[src/lcCtrlPkg.sv]
// Life-cycle controller package with state and counter encodings, enums and transition rules
`default_nettype none

package lcCtrlPkg;

  // ------------------------------
  // Stored word encodings
  // ------------------------------

  // Encoded state word as it sits in the one-time-programmable store
  typedef logic [15:0] lcStateWord_t;

  // Every permitted edge only sets bits, so a legal transition never clears a fuse
  // Raw is the blank device and Scrap has every bit blown
  localparam lcStateWord_t LcStRaw           = 16'h0000;
  localparam lcStateWord_t LcStTestUnlocked0 = 16'h0001;
  localparam lcStateWord_t LcStTestLocked0   = 16'h0003;
  localparam lcStateWord_t LcStTestUnlocked1 = 16'h0007;
  localparam lcStateWord_t LcStDev           = 16'h00F7;
  localparam lcStateWord_t LcStProd          = 16'h0FF7;
  localparam lcStateWord_t LcStRma           = 16'h3FF7;
  localparam lcStateWord_t LcStScrap         = 16'hFFFF;

  // Thermometer-coded transition counter, a count of n is n low ones
  typedef logic [7:0] lcCntWord_t;

  localparam lcCntWord_t LcCnt0 = 8'h00;
  localparam lcCntWord_t LcCnt1 = 8'h01;
  localparam lcCntWord_t LcCnt2 = 8'h03;
  localparam lcCntWord_t LcCnt3 = 8'h07;
  localparam lcCntWord_t LcCnt4 = 8'h0F;
  localparam lcCntWord_t LcCnt5 = 8'h1F;
  localparam lcCntWord_t LcCnt6 = 8'h3F;
  localparam lcCntWord_t LcCnt7 = 8'h7F;
  localparam lcCntWord_t LcCnt8 = 8'hFF;

  // ------------------------------
  // Decoded representation
  // ------------------------------

  typedef logic [2:0] lcDecState_t;

  localparam int NumLcStates = 8;

  localparam lcDecState_t DecLcStRaw           = 3'd0;
  localparam lcDecState_t DecLcStTestUnlocked0 = 3'd1;
  localparam lcDecState_t DecLcStTestLocked0   = 3'd2;
  localparam lcDecState_t DecLcStTestUnlocked1 = 3'd3;
  localparam lcDecState_t DecLcStDev           = 3'd4;
  localparam lcDecState_t DecLcStProd          = 3'd5;
  localparam lcDecState_t DecLcStRma           = 3'd6;
  localparam lcDecState_t DecLcStScrap         = 3'd7;

  // The decoded index is carried twice so a single upset cannot pass the checks
  localparam int DecLcStateNumRep = 2;

  typedef lcDecState_t [DecLcStateNumRep-1:0] lcDecStateRep_t;

  // Decoded count from 0 to 8
  typedef logic [3:0] lcDecCnt_t;

  // ------------------------------
  // Transition matrix
  // ------------------------------

  // Row is the current state, bit position is the target state
  // Self-edges are all forbidden and Scrap is a dead end
  localparam logic [NumLcStates-1:0][NumLcStates-1:0] TransMatrix = {
    8'b0000_0000,  // Scrap
    8'b1000_0000,  // Rma
    8'b1100_0000,  // Prod
    8'b1110_0000,  // Dev
    8'b1111_0000,  // TestUnlocked1
    8'b1011_1000,  // TestLocked0
    8'b1111_0100,  // TestUnlocked0
    8'b1000_0010   // Raw
  };

  // Clock cycles from a program request to its done pulse
  localparam int OtpProgLatency = 4;
  localparam int OtpLatCntW     = $clog2(OtpProgLatency + 1);

  // ------------------------------
  // Sequencer and response types
  // ------------------------------

  typedef enum logic [2:0] {
    IdleSt,
    CntIncrSt,
    CntProgSt,
    TransCheckSt,
    TransProgSt,
    RespSt,
    InvalidSt
  } lcFsmState_e;

  typedef enum logic [1:0] {
    StatusOk,
    StatusTransInvalid,
    StatusCntOverflow,
    StatusStateError
  } lcStatus_e;

endpackage

`default_nettype wire

[src/lcOtpIf.sv]
// Programming port between the life-cycle sequencer and the one-time-programmable store
`timescale 1ns/1ps
`default_nettype none

interface lcOtpIf;
  import lcCtrlPkg::*;

  // Single-cycle request with the full words to be programmed
  logic         progReq;
  lcStateWord_t progState;
  lcCntWord_t   progCnt;

  // Done pulses a fixed latency after the request, error is only valid with done
  logic         progDone;
  logic         progErr;

  modport fsm (
    output progReq, progState, progCnt,
    input  progDone, progErr
  );

  modport store (
    input  progReq, progState, progCnt,
    output progDone, progErr
  );

endinterface

`default_nettype wire

[src/lcTransIf.sv]
// Transition query interface between the life-cycle sequencer and the transition function
`timescale 1ns/1ps
`default_nettype none

interface lcTransIf;
  import lcCtrlPkg::*;

  // Query, owned by the sequencer
  lcStateWord_t   curStateWord;
  lcCntWord_t     curCnt;
  lcDecStateRep_t decState;
  lcDecStateRep_t target;
  lcFsmState_e    fsmState;

  // Answer, combinational and valid in the same cycle as the query
  lcStateWord_t   nextStateWord;
  lcCntWord_t     nextCnt;
  logic           cntOflwErr;
  logic           transInvalidErr;

  modport fsm (
    output curStateWord, curCnt, decState, target, fsmState,
    input  nextStateWord, nextCnt, cntOflwErr, transInvalidErr
  );

  modport trans (
    input  curStateWord, curCnt, decState, target, fsmState,
    output nextStateWord, nextCnt, cntOflwErr, transInvalidErr
  );

endinterface

`default_nettype wire

[src/lcCtrlFsm.sv]
// Life-cycle sequencer from request accept through counter and state programming to response
`timescale 1ns/1ps
`default_nettype none

module lcCtrlFsm (
  input  logic                      clk_i,
  input  logic                      reset_i,
  input  logic                      transValid_i,
  output logic                      transReady_o,
  input  lcCtrlPkg::lcDecState_t    transTarget_i,
  output logic                      respValid_o,
  input  logic                      respReady_i,
  output lcCtrlPkg::lcStatus_e      respStatus_o,
  input  lcCtrlPkg::lcStateWord_t   stateWord_i,
  input  lcCtrlPkg::lcCntWord_t     cntWord_i,
  input  lcCtrlPkg::lcDecStateRep_t decState_i,
  input  logic                      decErr_i,
  lcTransIf.fsm                     trans,
  lcOtpIf.fsm                       otp
);
  import lcCtrlPkg::*;

  lcFsmState_e    stateQ;
  lcStatus_e      statusQ;
  logic           fatalQ;
  logic           progReqQ;
  lcDecStateRep_t targetQ;
  lcStateWord_t   curStateQ;
  lcCntWord_t     curCntQ;
  lcDecStateRep_t decStateQ;
  lcStateWord_t   progStateQ;
  lcCntWord_t     progCntQ;
  logic           accept;
  logic           stateErr;

  assign accept = transValid_i && transReady_o;

  // A corrupt store seen at a decision point or a refused program ends the sequence
  assign stateErr = (decErr_i && (stateQ inside {CntIncrSt, TransCheckSt})) ||
                    (otp.progDone && otp.progErr);

  assign transReady_o = (stateQ == IdleSt);
  assign respValid_o  = (stateQ == RespSt);
  assign respStatus_o = statusQ;

  // The query uses the words captured at accept, so the first program pass
  // cannot change what the edge check sees
  assign trans.curStateWord = curStateQ;
  assign trans.curCnt       = curCntQ;
  assign trans.decState     = decStateQ;
  assign trans.target       = targetQ;
  assign trans.fsmState     = stateQ;

  assign otp.progReq   = progReqQ;
  assign otp.progState = progStateQ;
  assign otp.progCnt   = progCntQ;

  // ------------------------------
  // Sequencer
  // ------------------------------
  always_ff @(posedge clk_i) begin
    if (reset_i) begin
      stateQ   <= IdleSt;
      statusQ  <= StatusOk;
      fatalQ   <= 1'b0;
      progReqQ <= 1'b0;
    end else begin
      // Program request is a one-cycle pulse
      progReqQ <= 1'b0;
      if (stateErr) begin
        statusQ <= StatusStateError;
        fatalQ  <= 1'b1;
        stateQ  <= RespSt;
      end else begin
        case (stateQ)
          IdleSt: begin
            if (accept) begin
              stateQ <= CntIncrSt;
            end
          end
          CntIncrSt: begin
            if (trans.cntOflwErr) begin
              statusQ <= StatusCntOverflow;
              stateQ  <= RespSt;
            end else begin
              progReqQ <= 1'b1;
              stateQ   <= CntProgSt;
            end
          end
          CntProgSt: begin
            if (otp.progDone) begin
              stateQ <= TransCheckSt;
            end
          end
          TransCheckSt: begin
            // The counter is already consumed when the edge turns out forbidden
            if (trans.transInvalidErr) begin
              statusQ <= StatusTransInvalid;
              stateQ  <= RespSt;
            end else begin
              progReqQ <= 1'b1;
              stateQ   <= TransProgSt;
            end
          end
          TransProgSt: begin
            if (otp.progDone) begin
              statusQ <= StatusOk;
              stateQ  <= RespSt;
            end
          end
          RespSt: begin
            // A fatal error parks the controller until reset
            if (respReady_i) begin
              stateQ <= fatalQ ? InvalidSt : IdleSt;
            end
          end
          InvalidSt: begin
            stateQ <= InvalidSt;
          end
          default: begin
            stateQ <= InvalidSt;
          end
        endcase
      end
    end
  end

  // ------------------------------
  // Request and program payload
  // ------------------------------
  always_ff @(posedge clk_i) begin
    if (accept) begin
      targetQ   <= {DecLcStateNumRep{transTarget_i}};
      curStateQ <= stateWord_i;
      curCntQ   <= cntWord_i;
      decStateQ <= decState_i;
    end
    // Next words are sampled in the cycle before each program pulse
    if (stateQ inside {CntIncrSt, TransCheckSt}) begin
      progStateQ <= trans.nextStateWord;
      progCntQ   <= trans.nextCnt;
    end
  end

endmodule

`default_nettype wire

[src/lcCtrlTop.sv]
// Life-cycle controller top level joining store, decoder, transition function and sequencer
`timescale 1ns/1ps
`default_nettype none

module lcCtrlTop (
  input  logic                   clk_i,
  input  logic                   reset_i,
  input  logic                   transValid_i,
  output logic                   transReady_o,
  input  lcCtrlPkg::lcDecState_t transTarget_i,
  output logic                   respValid_o,
  input  logic                   respReady_i,
  output lcCtrlPkg::lcStatus_e   respStatus_o,
  output lcCtrlPkg::lcDecState_t lcState_o,
  output lcCtrlPkg::lcDecCnt_t   lcCnt_o
);
  import lcCtrlPkg::*;

  lcStateWord_t   stateWord;
  lcCntWord_t     cntWord;
  lcDecStateRep_t decState;
  lcDecCnt_t      decCnt;
  logic           decErr;

  lcTransIf transIf ();
  lcOtpIf   otpIf ();

  // Fuse array with its programming port
  lcOtpStore uOtpStore (
    .clk_i       (clk_i),
    .reset_i     (reset_i),
    .otp         (otpIf.store),
    .stateWord_o (stateWord),
    .cntWord_o   (cntWord)
  );

  // Live decode of whatever the store holds right now
  lcStateDecoder uStateDecoder (
    .stateWord_i (stateWord),
    .cntWord_i   (cntWord),
    .decState_o  (decState),
    .decCnt_o    (decCnt),
    .decErr_o    (decErr)
  );

  lcStateTransition uStateTransition (
    .trans (transIf.trans)
  );

  lcCtrlFsm uCtrlFsm (
    .clk_i         (clk_i),
    .reset_i       (reset_i),
    .transValid_i  (transValid_i),
    .transReady_o  (transReady_o),
    .transTarget_i (transTarget_i),
    .respValid_o   (respValid_o),
    .respReady_i   (respReady_i),
    .respStatus_o  (respStatus_o),
    .stateWord_i   (stateWord),
    .cntWord_i     (cntWord),
    .decState_i    (decState),
    .decErr_i      (decErr),
    .trans         (transIf.fsm),
    .otp           (otpIf.fsm)
  );

  // Replica 0 is shown to the outside
  assign lcState_o = decState[0];
  assign lcCnt_o   = decCnt;

endmodule

`default_nettype wire

[src/lcOtpStore.sv]
// Behavioural one-time-programmable store for the life-cycle state and counter words
`timescale 1ns/1ps
`default_nettype none

module lcOtpStore (
  input  logic                 clk_i,
  input  logic                 reset_i,
  lcOtpIf.store                otp,
  output lcCtrlPkg::lcStateWord_t stateWord_o,
  output lcCtrlPkg::lcCntWord_t   cntWord_o
);
  import lcCtrlPkg::*;

  lcStateWord_t          stateWord;
  lcCntWord_t            cntWord;
  lcStateWord_t          pendState;
  lcCntWord_t            pendCnt;
  logic                  busy;
  logic [OtpLatCntW-1:0] latCnt;
  logic                  clearsBits;

  // A fuse that is already blown can never go back to zero
  assign clearsBits = ((stateWord & ~pendState) != '0) || ((cntWord & ~pendCnt) != '0);

  // Done fires in the cycle where the latency counter has run out
  assign otp.progDone = busy && (latCnt == '0);
  assign otp.progErr  = otp.progDone && clearsBits;

  assign stateWord_o = stateWord;
  assign cntWord_o   = cntWord;

  // Control path and the fuse array itself
  // Reset stands in for power-on of a blank device
  always_ff @(posedge clk_i) begin
    if (reset_i) begin
      busy      <= 1'b0;
      latCnt    <= '0;
      stateWord <= LcStRaw;
      cntWord   <= LcCnt0;
    end else if (otp.progDone) begin
      busy <= 1'b0;
      // Nothing is written at all when the new words would clear a bit
      if (!clearsBits) begin
        stateWord <= pendState;
        cntWord   <= pendCnt;
      end
    end else if (busy) begin
      latCnt <= latCnt - 1'b1;
    end else if (otp.progReq) begin
      busy   <= 1'b1;
      latCnt <= OtpLatCntW'(OtpProgLatency - 1);
    end
  end

  // Words waiting to be burnt
  always_ff @(posedge clk_i) begin
    if (otp.progReq && !busy) begin
      pendState <= otp.progState;
      pendCnt   <= otp.progCnt;
    end
  end

endmodule

`default_nettype wire

[src/lcStateDecoder.sv]
// Life-cycle word decoder producing a replicated state index and a binary count
`timescale 1ns/1ps
`default_nettype none

module lcStateDecoder (
  input  lcCtrlPkg::lcStateWord_t   stateWord_i,
  input  lcCtrlPkg::lcCntWord_t     cntWord_i,
  output lcCtrlPkg::lcDecStateRep_t decState_o,
  output lcCtrlPkg::lcDecCnt_t      decCnt_o,
  output logic                      decErr_o
);
  import lcCtrlPkg::*;

  lcDecState_t decIdx;
  logic        stateErr;
  logic        cntErr;

  // Only the eight exact encodings are accepted, anything else is a corrupt store
  always_comb begin
    decIdx   = DecLcStRaw;
    stateErr = 1'b0;
    case (stateWord_i)
      LcStRaw:           decIdx = DecLcStRaw;
      LcStTestUnlocked0: decIdx = DecLcStTestUnlocked0;
      LcStTestLocked0:   decIdx = DecLcStTestLocked0;
      LcStTestUnlocked1: decIdx = DecLcStTestUnlocked1;
      LcStDev:           decIdx = DecLcStDev;
      LcStProd:          decIdx = DecLcStProd;
      LcStRma:           decIdx = DecLcStRma;
      LcStScrap:         decIdx = DecLcStScrap;
      default:           stateErr = 1'b1;
    endcase
  end

  // Thermometer to binary, a gap in the ones is flagged
  always_comb begin
    decCnt_o = '0;
    cntErr   = 1'b0;
    case (cntWord_i)
      LcCnt0:  decCnt_o = 4'd0;
      LcCnt1:  decCnt_o = 4'd1;
      LcCnt2:  decCnt_o = 4'd2;
      LcCnt3:  decCnt_o = 4'd3;
      LcCnt4:  decCnt_o = 4'd4;
      LcCnt5:  decCnt_o = 4'd5;
      LcCnt6:  decCnt_o = 4'd6;
      LcCnt7:  decCnt_o = 4'd7;
      LcCnt8:  decCnt_o = 4'd8;
      default: cntErr = 1'b1;
    endcase
  end

  // Same index goes into every replica
  assign decState_o = {DecLcStateNumRep{decIdx}};
  assign decErr_o   = stateErr || cntErr;

endmodule

`default_nettype wire

[src/lcStateTransition.sv]
// Life-cycle transition function that checks an edge and computes the next stored words
`timescale 1ns/1ps
`default_nettype none

module lcStateTransition (
  lcTransIf.trans trans
);
  import lcCtrlPkg::*;

  logic repMatch;
  logic edgeOk;
  logic toScrap;

  // Both replicas of the current state and of the target have to agree
  assign repMatch = (trans.decState[0] == trans.decState[1]) &&
                    (trans.target[0] == trans.target[1]);

  // Each replica indexes the matrix on its own and both must allow the edge
  assign edgeOk = TransMatrix[trans.decState[0]][trans.target[0]] &&
                  TransMatrix[trans.decState[1]][trans.target[1]];

  assign toScrap = (trans.target == {DecLcStateNumRep{DecLcStScrap}});

  always_comb begin
    // Defaults keep the stored words unchanged
    trans.nextStateWord   = trans.curStateWord;
    trans.nextCnt         = trans.curCnt;
    trans.cntOflwErr      = 1'b0;
    trans.transInvalidErr = 1'b0;

    // ------------------------------
    // Counter increment
    // ------------------------------
    // The increment stays asserted through the check so the second program
    // pass carries the same counter word as the first one
    if (trans.fsmState inside {CntIncrSt, CntProgSt, TransCheckSt}) begin
      case (trans.curCnt)
        LcCnt0:  trans.nextCnt = LcCnt1;
        LcCnt1:  trans.nextCnt = LcCnt2;
        LcCnt2:  trans.nextCnt = LcCnt3;
        LcCnt3:  trans.nextCnt = LcCnt4;
        LcCnt4:  trans.nextCnt = LcCnt5;
        LcCnt5:  trans.nextCnt = LcCnt6;
        LcCnt6:  trans.nextCnt = LcCnt7;
        LcCnt7:  trans.nextCnt = LcCnt8;
        default: trans.cntOflwErr = 1'b1;
      endcase

      // Scrap is always reachable, so the overflow is silenced here
      // The counter is maxed out and the state word is already forced to Scrap,
      // which means Scrap gets burnt once with the counter and once more later
      if (toScrap) begin
        trans.nextCnt       = LcCnt8;
        trans.nextStateWord = LcStScrap;
        trans.cntOflwErr    = 1'b0;
      end
    end

    // ------------------------------
    // Edge check and target encoding
    // ------------------------------
    if (trans.fsmState inside {TransCheckSt, TransProgSt}) begin
      if (repMatch && edgeOk) begin
        case (trans.target[0])
          DecLcStRaw:           trans.nextStateWord = LcStRaw;
          DecLcStTestUnlocked0: trans.nextStateWord = LcStTestUnlocked0;
          DecLcStTestLocked0:   trans.nextStateWord = LcStTestLocked0;
          DecLcStTestUnlocked1: trans.nextStateWord = LcStTestUnlocked1;
          DecLcStDev:           trans.nextStateWord = LcStDev;
          DecLcStProd:          trans.nextStateWord = LcStProd;
          DecLcStRma:           trans.nextStateWord = LcStRma;
          DecLcStScrap:         trans.nextStateWord = LcStScrap;
          default:              trans.transInvalidErr = 1'b1;
        endcase
      end else begin
        // Mismatching replicas are treated like a forbidden edge
        trans.transInvalidErr = 1'b1;
      end
    end
  end

endmodule

`default_nettype wire

[config.mk]
export PLATFORM = sky130hd
export DESIGN_NAME = lcCtrlTop
export DESIGN_NICKNAME = d
export VERILOG_FILES = /design/src/lcCtrlPkg.sv /design/src/lcOtpIf.sv /design/src/lcTransIf.sv /design/src/lcCtrlFsm.sv /design/src/lcCtrlTop.sv /design/src/lcOtpStore.sv /design/src/lcStateDecoder.sv /design/src/lcStateTransition.sv
export SDC_FILE = /design/constraint.sdc
export NUM_CORES = 1
export LEC_CHECK = 0
export ABC_AREA = 1
export BUFFER_PORTS_ARGS = -buffer_cell sky130_fd_sc_hd__buf_4
export CAP_MARGIN = 20
export CORE_MARGIN = 2
export CORE_UTILIZATION = 46
export DETAILED_ROUTE_END_ITERATION = 16
export HOLD_SLACK_MARGIN = 0.03
export PLACE_DENSITY_LB_ADDON = 0.08
export SLEW_MARGIN = 30
export SYNTH_ARGS = -nofsm -noshare
export SYNTH_HDL_FRONTEND = slang
export SYNTH_SLANG_ARGS = --single-unit
[constraint.sdc]
create_clock -name clk_i -period 3.9 [get_ports clk_i]
set_input_delay 0.975 -clock clk_i [delete_from_list [all_inputs] [get_ports clk_i]]
set_output_delay 0.975 -clock clk_i [all_outputs]
set_load 0.02 [all_outputs]
== After elaboration in Yosys (flattened, before gate mapping) ==
Memories as Yosys holds them, arrays and structs flattened. A register that Yosys moved wholly into a read port is not among the register bits.
Cells that the tools add are included.
Widths: inputs -> output; s select.

* Flip-flop bits (word level): 113
* Bits in read-only memories: 192
* Output and inout port bits: 11
* Word-level logic and storage cells: 140
* Memories: 2

{| class="wikitable"
|+ Memories
! name !! words !! width !! read ports !! clocked after memory_dff !! write ports !! line !! RTL
|-
| (no name shown) || 8 || 16 || 1 || 1 || 0 || lcStateTransition.sv:64 || <nowiki>case (trans.target[0])</nowiki>
|-
| (no name shown) || 8 || 8 || 1 || 1 || 0 || lcStateTransition.sv:20 || <nowiki>TransMatrix[trans.decState[1]][trans.target[1]];</nowiki>
|}

* $add $sub $neg: 1
* Magnitude comparators: 2
* Equality and inequality tests: 38
* Muxes and demuxes: 42
* Bitwise operators: 6
* Reductions and logical operators: 32

{| class="wikitable"
|+ Operators with widths
! operator !! number
|-
| $mux 16 || 4
|-
| $pmux 8 s8 || 1
|-
| $mux 3 || 11
|-
| $pmux 4 s8 || 1
|-
| $mux 8 || 3
|-
| $pmux 3 s7 || 1
|-
| $pmux 3 s6 || 1
|-
| $and 16x16->16 || 1
|-
| $eq 16x1->1 const B || 1
|-
| $eq 16x12->1 const B || 1
|-
| $eq 16x14->1 const B || 1
|-
| $eq 16x16->1 const B || 1
|-
| $eq 16x2->1 const B || 1
|-
| $eq 16x3->1 const B || 1
|-
| $eq 16x8->1 const B || 1
|-
| $eq 8x1->1 const B || 2
|-
| $eq 8x2->1 const B || 2
|-
| $eq 8x3->1 const B || 2
|-
| $eq 8x4->1 const B || 2
|-
| $eq 8x5->1 const B || 2
|-
| $eq 8x6->1 const B || 2
|-
| $eq 8x7->1 const B || 2
|-
| $logic_not 16->1 || 1
|-
| $logic_not 8->1 || 2
|-
| 35 further kinds || 74
|}

== Depth between registers and ports, before layout ==
Gate-level depths: netlist of the first run.

* Depth after elaboration: 9
* Gate-level depth with buffers: 16

== Cells and area by module ==
Synthesis of the first run repeated with hierarchy kept, for this count alone.

* Cell total of the unflattened synthesis: 760
* Area, all modules: 6098.3 µm²

{| class="wikitable"
|+ By module, submodules not included
! module !! instances !! cells each !! area an instance (µm²)
|-
| lcOtpStore || 1 || 299 || 2348.5
|-
| lcCtrlFsm || 1 || 158 || 2341.0
|-
| lcStateTransition || 1 || 198 || 915.9
|-
| lcStateDecoder || 1 || 105 || 493.0
|}

== Worst setup path after synthesis of the first run ==
OpenSTA, ideal clock, no wires.

* Path kind: register to output
* Start: register uOtpStore.stateWord[1], in the netlist uOtpStore.stateWord_o[1]
* End: output lcState_o[0]
* Arrival: 1.513 ns
* Data required time: 2.925 ns
* Slack: 1.412 ns
* Cell stages (with the launch flop): 5
* Buffers on the path: 0
* Cells stage by stage: dfxtp_1 > nand2_2 > nor2_1 > nand2_1 > o311ai_0

* Word-level cells in the longest chain between the ends: 2

{| class="wikitable"
|+ Ends and longest elaborated chain
! element !! line !! RTL
|-
| start, declared || lcOtpStore.sv:14 || <nowiki>lcStateWord_t stateWord;</nowiki>
|-
| start signal, assigned || lcOtpStore.sv:38 || <nowiki>stateWord <= LcStRaw;</nowiki>
|-
| start signal, assigned || lcOtpStore.sv:44 || <nowiki>stateWord <= pendState;</nowiki>
|-
| $eq 16x16->1, or another cell as far along || lcStateDecoder.sv:22 || <nowiki>case (stateWord_i)</nowiki>
|-
| $pmux 3 s7 (*) || lcStateDecoder.sv:22 ||
|-
| end, declared || lcCtrlTop.sv:14 || <nowiki>output lcCtrlPkg::lcDecState_t lcState_o,</nowiki>
|}

Every way passes the cells marked *; elsewhere a longest branch is shown, timed or not.

== Worst setup path in the final report of the first run ==
Same ends and word-level chain as after synthesis.

==> results of run 1 <==
## stage by stage
step | total power, mW | worst slack, ns | area [µm²]
2_1_floorplan | 3.19 | 1.41 | 5430
3_3_place_gp | 3.60 | 1.50 | 5700
3_5_place_dp | 3.60 | 1.49 | 5700
4_1_cts | 5.02 | 1.04 | 6220
5_1_grt | 5.33 | 0.916 | 6220
6_report | 4.99 | 1.07 | 6220
## cells in the final DEF (no fill, tap or decap), types with 2 or more instances in the layout
master / instances
nor3_1: 6
o21ai_0: 50
a21oi_1: 36
nor2_1: 92
dfxtp_1: 49
o22ai_1: 11
inv_1: 76
nand3_1: 24
nor2_2: 4
and2_1: 2
o211ai_1: 2
clkbuf_16: 17
nand4_1: 10
or2_2: 2
o21ai_2: 2
clkbuf_8: 2
clkinvlp_4: 4
inv_2: 10
nand2_1: 100
nor2_4: 3
nand2_2: 7
buf_4: 20
clkinv_2: 5
edfxtp_1: 78
ha_1: 2
clkbuf_1: 2
## per-layer routing
metal	vias to the layer above	wire, µm
met5	-	0
met4	0	259
met3	18	433
met2	86	5250
met1	1849	5520
li1	2016	-
## critical path: stages, from the launching register on
cell      delay, ns
dfxtp_1        0.40
nand2_2        0.11
nor2_1         0.11
nand2_1        0.07
o311ai_0       0.50
buf_4          0.25
## power by group through the flow
stage          clock [mW]  combinational [mW]  sequential, mW
2_1_floorplan           0                1.07            2.12
4_1_cts              1.43                1.42            2.17
5_1_grt              1.49                1.63            2.21
6_report             1.41                1.41            2.17
3_3_place_gp            0                1.41            2.19
3_5_place_dp            0                1.41            2.19
## cell type report
cell class	instances	share of cell area
sequential	127	0.534
multi-input combinational	365	0.277
clock buffer	21	0.0740
inverter	86	0.0519
tap	143	0.0287
timing repair buffer	20	0.0241
clock inverter	11	0.0109
## cells by family after synthesis
group | after synthesis | share of synthesized area
adders and majority gates | 2 | 0.00461
buffers and inverters | 99 | 0.0714
AOI/OAI and AO/OA | 109 | 0.112
DFF | 127 | 0.612
and+or+nand+nor | 254 | 0.201
## final timing paths
kind / depth (start not counted) / start / slack, ns / endpoint
worst min-delay path: 0 / uCtrlFsm.otp.progCnt[4] / 0.42 / uOtpStore.pendCnt[4]
worst max register to register: 9 / uOtpStore.stateWord_o[3] / 1.61 / uOtpStore.stateWord_o[5]
worst min register to register: 0 / uCtrlFsm.otp.progCnt[4] / 0.42 / uOtpStore.pendCnt[4]
worst max-delay path: 5 / uOtpStore.stateWord_o[1] / 1.07 / lcState_o[0]
==> results.json, run 1 <==
{
  "drive_gt1_frac": 0.129,
  "setup_violations": 0,
  "fmaxAchievable_mhz": 354,
  "fin_hold_ws_ns": 0.417,
  "antenna_left": 0,
  "grt_pass1_vias": 3847,
  "die_x_um": 113,
  "grt_pass1_wl_mm": 18.7,
  "via_count": 3969,
  "dr.pass1.iters": 5,
  "cts_hold_buf": 0,
  "worst_ep_required_time_ns": 2.92,
  "switching_share": 0.352,
  "post-cts-setup-buffers": 0,
  "cts_max_level": 4,
  "clockPowerShare": 0.282,
  "area_growth_pct": 14.6,
  "ys_seq_area_frac": 0.612,
  "fin_util": 0.543,
  "hold_viol": 0,
  "start_util": 0.474,
  "use_met3": 0.0551,
  "cts_tree": "yes",
  "synth_most_common_cell": "nand2_1",
  "intPower_mw": 3.23,
  "clkSinkCount": 127,
  "antenna_found_initial": 0,
  "yosys.area.top_type": "edfxtp_1",
  "clk_pin_slew_ns": 0.06,
  "criticalPathCategory": "register to output pin",
  "io_pins": 18,
  "cp-end-kind": "output pin",
  "crit_path_max_fanout": 5,
  "finalCritPeriodShare": 0.725,
  "p_comb_frac": 0.283,
  "vdd_drop_max_v": 0.000554,
  "netlist_instances": 591,
  "critical_path_arrival_ns": 1.85,
  "met2_usage": 0.301,
  "multi_input_comb_area_um2": 1720,
  "hold_class": "register to register",
  "slew_viol_final": 0,
  "status": "finished clean",
  "grt.total_usage": 0.194,
  "io_buffers": 17,
  "hpwlAfterDp_mm": 7.75,
  "relSlewSlack": 0.553,
  "leakage_nw": 2.53,
  "routabilityCongestion": 0.930,
  "rsz0062_at_grt": "false",
  "grt_max_degree": 33,
  "async_flop_share": 0,
  "synth_top_cell_area_share": 0.431,
  "period_minus_slack_ns": 2.83,
  "die_area_um2": 12700,
  "num-fill-cells": 1029,
  "syn_nets": 600,
  "finalWirelength_mm": 11.5,
  "ys_seq_elements": 127,
  "diodes": 0,
  "clk_latency_ns": 0.42,
  "p_switching_mw": 1.75,
  "drt-initial-drc-count": 347,
  "seqPwrFrac": 0.435,
  "worst_pin_slew_ns": 0.669,
  "wire_per_inst_um": 14.8,
  "clk_path_buf_depth": 2,
  "grt-ovfl-total": 0,
  "avgSynthCellArea_um2": 9.19,
  "startpoint_type": "register",
  "use_met1": 0.254,
  "cts_inserted_buffers": 17,
  "busiest_layer": "met2",
  "powerDensity_nw_per_um2": 801,
  "synth.distinct_cells": 36,
  "cap_viol_max_count": 0,
  "placed_cells": 741,
  "synth_area_um2": 5430,
  "synth_common_cells": "100 x nand2_1, 92 x nor2_1, 78 x edfxtp_1, 78 x inv_1, 50 x o21ai_0",
  "ys.flop_type": "edfxtp_1",
  "drc": 0,
  "yosysWarnings": 0,
  "viasPerCell": 5.13,
  "fin_cells": 773,
  "synth.area.top_cells": "edfxtp_1 43%, dfxtp_1 18%, nand2_1 6.9%",
  "finalSetupTns_ns": 0,
  "core-area_um2": 11500,
  "die_h_um": 113,
  "cts_root_buf": "clkbuf_16",
  "synth_edf_count": 78,
  "final-seq-area_um2": 3320,
  "rows": 39,
  "nNetsFinal": 626,
  "clock_skew_ns": 0.00552,
  "ctsResizeCount": 0
}
Note: power is estimated with default switching activity, not from simulation.
==> inputs of run 2 (changes only) <==
ABC_AREA = 0   (was 1)
clock period = 2.5 ns   (was 3.9 ns; I/O delays follow)
==> results.json, run 2 <==
{
  "hpwlAfterDp_mm": 7.59,
  "die_h_um": 110,
  "via_count": 3544,
  "routabilityCongestion": 0.788,
  "synth-compound-area-share": 0.0963,
  "async_flop_share": 0,
  "use_met1": 0.264,
  "cts_max_level": 4,
  "synth_most_common_cell": "edfxtp_1",
  "finalWirelength_mm": 11.6,
  "drc": 0,
  "finalCritPeriodShare": 1.13,
  "final_common_cell": "edfxtp_1",
  "power_mw": 8.43,
  "grt_pass1_wl_mm": 18.4,
  "critical_path_arrival_ns": 2.20,
  "startpoint_type": "register",
  "area_growth_pct": 25.6,
  "num-fill-cells": 923,
  "crit_path_max_fanout": 3,
  "antenna_left": 0,
  "busiest_layer": "met2",
  "clk_path_buf_depth": 2,
  "diodes": 0,
  "io_buffers": 17,
  "fin_util": 0.598,
  "synth.mux.area_fraction": 0.0680,
  "worst_pin_slew_ns": 0.726,
  "fmaxAchievable_mhz": 354,
  "cts_tree": "yes",
  "multi_input_comb_area_um2": 1840,
  "worst_ep_required_time_ns": 1.88,
  "clk_latency_ns": 0.41,
  "yosysWarnings": 0,
  "grt.total_usage": 0.195,
  "synth_common_cells": "78 x edfxtp_1, 75 x nor2_1, 49 x dfxtp_1",
  "clkSinkCount": 127,
  "final-seq-area_um2": 3320,
  "crit_buf_inv": 1,
  "hold_viol": 0,
  "cts_inserted_buffers": 17,
  "viasPerCell": 5.35,
  "synth.area.top_cells": "edfxtp_1 45%, dfxtp_1 19%, mux2i_1 6.1%",
  "critPathTopFamily": "simple AND/OR/NAND/NOR gates",
  "yosys.area.top_type": "edfxtp_1",
  "rsz0062_at_grt": "true",
  "cpPeakStageDelay_ns": 0.58,
  "start_util": 0.476,
  "wire_per_inst_um": 17.4,
  "drt-initial-drc-count": 196,
  "synth.distinct_cells": 60,
  "cap_viol_max_count": 0,
  "grt_pass1_vias": 3509,
  "ys.flop_type": "edfxtp_1",
  "grt_max_degree": 40,
  "use_met3": 0.0428,
  "vdd_drop_max_v": 0.000732,
  "ys_seq_area_frac": 0.638,
  "crit_top_cell": "or4_4",
  "layout_common_cells": "78 x edfxtp_1, 75 x nor2_1, 55 x buf_4",
  "die_x_um": 110,
  "cp-end-kind": "output pin",
  "status": "finished with violations",
  "ys_seq_elements": 127,
  "synth_edf_count": 78,
  "nNetsFinal": 519,
  "hold_class": "input pin to register",
  "cts_root_buf": "clkbuf_16",
  "synth_simple_gate_area_share": 0.160,
  "setup_slack_ns": -0.324,
  "cts_hold_buf": 0,
  "clock_skew_ns": 0.00624,
  "post-place-ws_ns": -0.0228,
  "synth_top_family_by_area": "simple AND/OR/NAND/NOR gates",
  "violations": "negative setup slack",
  "period_minus_slack_ns": 2.82,
  "core-area_um2": 10900,
  "grt-ovfl-total": 0,
  "netlist_instances": 444,
  "antenna_found_initial": 0,
  "syn_nets": 453,
  "met2_usage": 0.309,
  "leakage_nw": 2.42,
  "io_pins": 18,
  "path_cells": "or4_4 > or4_4 > a2bb2o_4 > buf_6",
  "drive_gt1_frac": 0.231,
  "synth-xor-area-share": 0.00504,
  "avgSynthCellArea_um2": 11.7,
  "powerDensity_nw_per_um2": 1290,
  "relSlewSlack": 0.512,
  "clk_pin_slew_ns": 0.06,
  "die_area_um2": 12200,
  "synth-adder-area-share": 0.00480,
  "setup_violations": 6,
  "dr.pass1.iters": 4,
  "criticalPathCategory": "register to output pin",
  "synth_area_um2": 5210,
  "synth_top_cell_area_share": 0.450,
  "rows": 38,
  "finalSetupTns_ns": -0.890,
  "slew_viol_final": 0,
  "cpMaxStageDelayCell": "or4_4"
}
==> run 2: worst paths after layout <==
path / startpoint / end / slack [ns] / cells past startpoint
worst min register to register: uCtrlFsm.otp.progState[4] / uOtpStore.pendState[4] / 0.42 / 0
worst min-delay path: transTarget_i[2] / uCtrlFsm.trans.target[2] / 0.40 / 1
worst max-delay path: uOtpStore.stateWord_o[12] / lcState_o[1] / -0.32 / 4
worst max register to register: uOtpStore.stateWord_o[12] / uCtrlFsm.respStatus_o[0] / -0.04 / 7
==> run 2: logic make-up after synthesis <==
| logic type | count (synthesis) |
|---|---|
| adders and majority gates | 2 |
| buffers and inverters | 37 |
| and+or+nand+nor | 170 |
| xor gates and xnor gates | 3 |
| DFF | 127 |
| AOI/OAI and AO/OA | 71 |
| muxes | 34 |
==> run 2: per-stage QoR <==
step | hold WS, ns | cells | area [µm²]
global placement | 0.401 | 625 | 5770
floorplan | 0.400 | 444 | 5210
detailed placement | 0.405 | 625 | 5770
finish | 0.400 | 663 | 6540
CTS | 0.383 | 658 | 6450
global route | 0.384 | 663 | 6540
==> run 2: repair_timing <==
item                       CTS  global route
setup endpoints to repair    4            14
gates resized for setup      9            13
cloned                       0             0
buffers inserted             1             5
pin swaps                    6             4
==> run 2: routing by layer <==
layer | vias up | part of all wire
met2 | 64 | 0.47
met5 | - | 0
li1 | 1745 | -
met4 | 0 | 0.016
met1 | 1720 | 0.48
met3 | 15 | 0.029
==> run 2: cell type report <==
class	count	share of cell area
multi-input combinational	280	0.281
timing repair buffer	60	0.0731
inverter	24	0.0138
clock buffer	17	0.0650
clock inverter	15	0.0319
tap	140	0.0268
sequential	127	0.508
==> run 2: where the power goes <==
part / switching [mW] / internal (mW) / total [mW]
logic: 1.36 / 1.08 / 2.45
clock network: 0.950 / 1.68 / 2.63
registers: 0.334 / 3.02 / 3.35
==> inputs of run 3 (changes only) <==
ABC_AREA = 1   (was 0)
PLACE_DENSITY = 0.65   (was not set)
PLACE_DENSITY_LB_ADDON = not set   (was 0.08)
==> results.json, run 3 (synthesis results as in run 1) <==
{
  "cts_tree": "yes",
  "hpwlAfterDp_mm": 7.89,
  "criticalPathCategory": "register to output pin",
  "relSlewSlack": 0.758,
  "die_x_um": 113,
  "final_common_cell": "nand2_1",
  "grt_max_degree": 33,
  "viasPerCell": 5.28,
  "cts_inserted_buffers": 17,
  "io_buffers": 17,
  "grt_pass1_wl_mm": 19.5,
  "clk_latency_ns": 0.42,
  "drc": 0,
  "via_count": 4124,
  "drive_gt1_frac": 0.144,
  "core-area_um2": 11500,
  "cts_max_level": 4,
  "wire_per_inst_um": 15.0,
  "post-place-ws_ns": 0.447,
  "antenna_left": 0,
  "critical_path_arrival_ns": 1.72,
  "rsz0062_at_grt": "false",
  "setup_slack_ns": 0.154,
  "clkSinkCount": 127,
  "die_h_um": 113,
  "hold_viol": 0,
  "nNetsFinal": 634,
  "setup_violations": 0,
  "drt-initial-drc-count": 331,
  "power_mw": 8.19,
  "routabilityCongestion": 0.888,
  "clk_path_buf_depth": 2,
  "grt_pass1_vias": 3995,
  "worst_ep_required_time_ns": 1.88,
  "period_minus_slack_ns": 2.35,
  "worst_pin_slew_ns": 0.360,
  "clk_pin_slew_ns": 0.06,
  "clock_skew_ns": 0.0109,
  "rows": 39,
  "cts_root_buf": "clkbuf_16",
  "fin_cells": 781,
  "io_pins": 18,
  "start_util": 0.474,
  "placed_cells": 748,
  "cap_viol_max_count": 0,
  "vdd_drop_max_v": 0.000854,
  "crit_path_max_fanout": 4,
  "antenna_found_initial": 0,
  "finalSetupTns_ns": 0,
  "status": "finished clean",
  "cp-end-kind": "output pin",
  "die_area_um2": 12700,
  "diodes": 0,
  "finalWirelength_mm": 11.7,
  "fmaxAchievable_mhz": 426,
  "startpoint_type": "register",
  "grt.total_usage": 0.199,
  "finalCritPeriodShare": 0.939,
  "slew_viol_final": 0,
  "powerDensity_nw_per_um2": 1280,
  "leakage_nw": 2.62,
  "hold_class": "input pin to register",
  "grt-ovfl-total": 0,
  "dr.pass1.iters": 5,
  "layout_common_cells": "99 x nand2_1, 91 x nor2_1, 78 x inv_1, 78 x edfxtp_1",
  "area_growth_pct": 17.4
}
[run 3: changes by cell type in the layout (fill, tap and decap cells not counted), moves of 6 or more]
cell,previous run,this run
nor2_1,75,91
mux2i_1,32,0
nand4_1,4,10
o21ai_0,6,49
nand2b_1,7,0
nand2_2,0,8
nand3_1,10,24
a21oi_1,16,36
buf_4,55,28
inv_2,2,8
inv_1,22,78
nor2b_1,13,0
nand2_1,26,99
[run 3: area by class of cell]
type                            instances  area (µm²)
Inverter                               86         323
Sequential cell                       127        3320
Fill cell                             999        5090
Timing Repair Buffer                   28         210
Multi-Input combinational cell        365        1730
Clock inverter                         15         183
Tap cell                              143         179
Clock buffer                           17         425
[run 3: worst max-delay path, stage by stage (launching register included)]
cell,delay (ns)
dfxtp_1,0.34
nor2_1,0.11
nand2_1,0.12
nor2_1,0.23
o21ai_1,0.13
o311ai_2,0.10
buf_4,0.16
buf_4,0.13
[run 3: power breakdown]
group | internal (mW) | switching (mW)
clock | 1.58 | 0.944
sequential | 3.07 | 0.319
combinational | 0.711 | 1.57
[run 3: routing by layer]
| metal | vias up | global-route usage | wire [µm] | share of wire |
|---|---|---|---|---|
| met1 | 1937 | 0.263 | 5460 | 0.47 |
| met5 | - | 0 | 0 | 0 |
| met3 | 25 | 0.0464 | 537 | 0.046 |
| met4 | 0 | 0.0976 | 295 | 0.025 |
| li1 | 2041 | - | - | - |
| met2 | 121 | 0.310 | 5430 | 0.46 |
[run 3: path summary, 6_finish.rpt]
kind,cells after the start,endpoint,startpoint,slack (ns)
max reg2reg,13,uCtrlFsm.respStatus_o[1],uOtpStore.stateWord_o[7],0.48
max,7,lcState_o[0],uOtpStore.stateWord_o[8],0.15
min,1,uCtrlFsm.trans.target[0],transTarget_i[0],0.39
min reg2reg,0,uOtpStore.pendState[14],uCtrlFsm.otp.progState[14],0.42
[run 3: repair_timing]
action                                  4_1_cts  5_1_grt
gates resized for setup                       0        5
buffers inserted                              0        1
hold buffers                                  0        0
endpoints found under the setup margin        0        1
[run 3: through the flow]
stage / cell area, µm² / util / hold WS, ns
6_report: 6380 / 0.556 / 0.391
5_1_grt: 6380 / 0.556 / 0.376
4_1_cts: 6360 / 0.554 / 0.384
3_5_place_dp: 5750 / 0.501 / 0.406
3_3_place_gp: 5750 / 0.501 / 0.401
2_1_floorplan: 5430 / - / 0.400
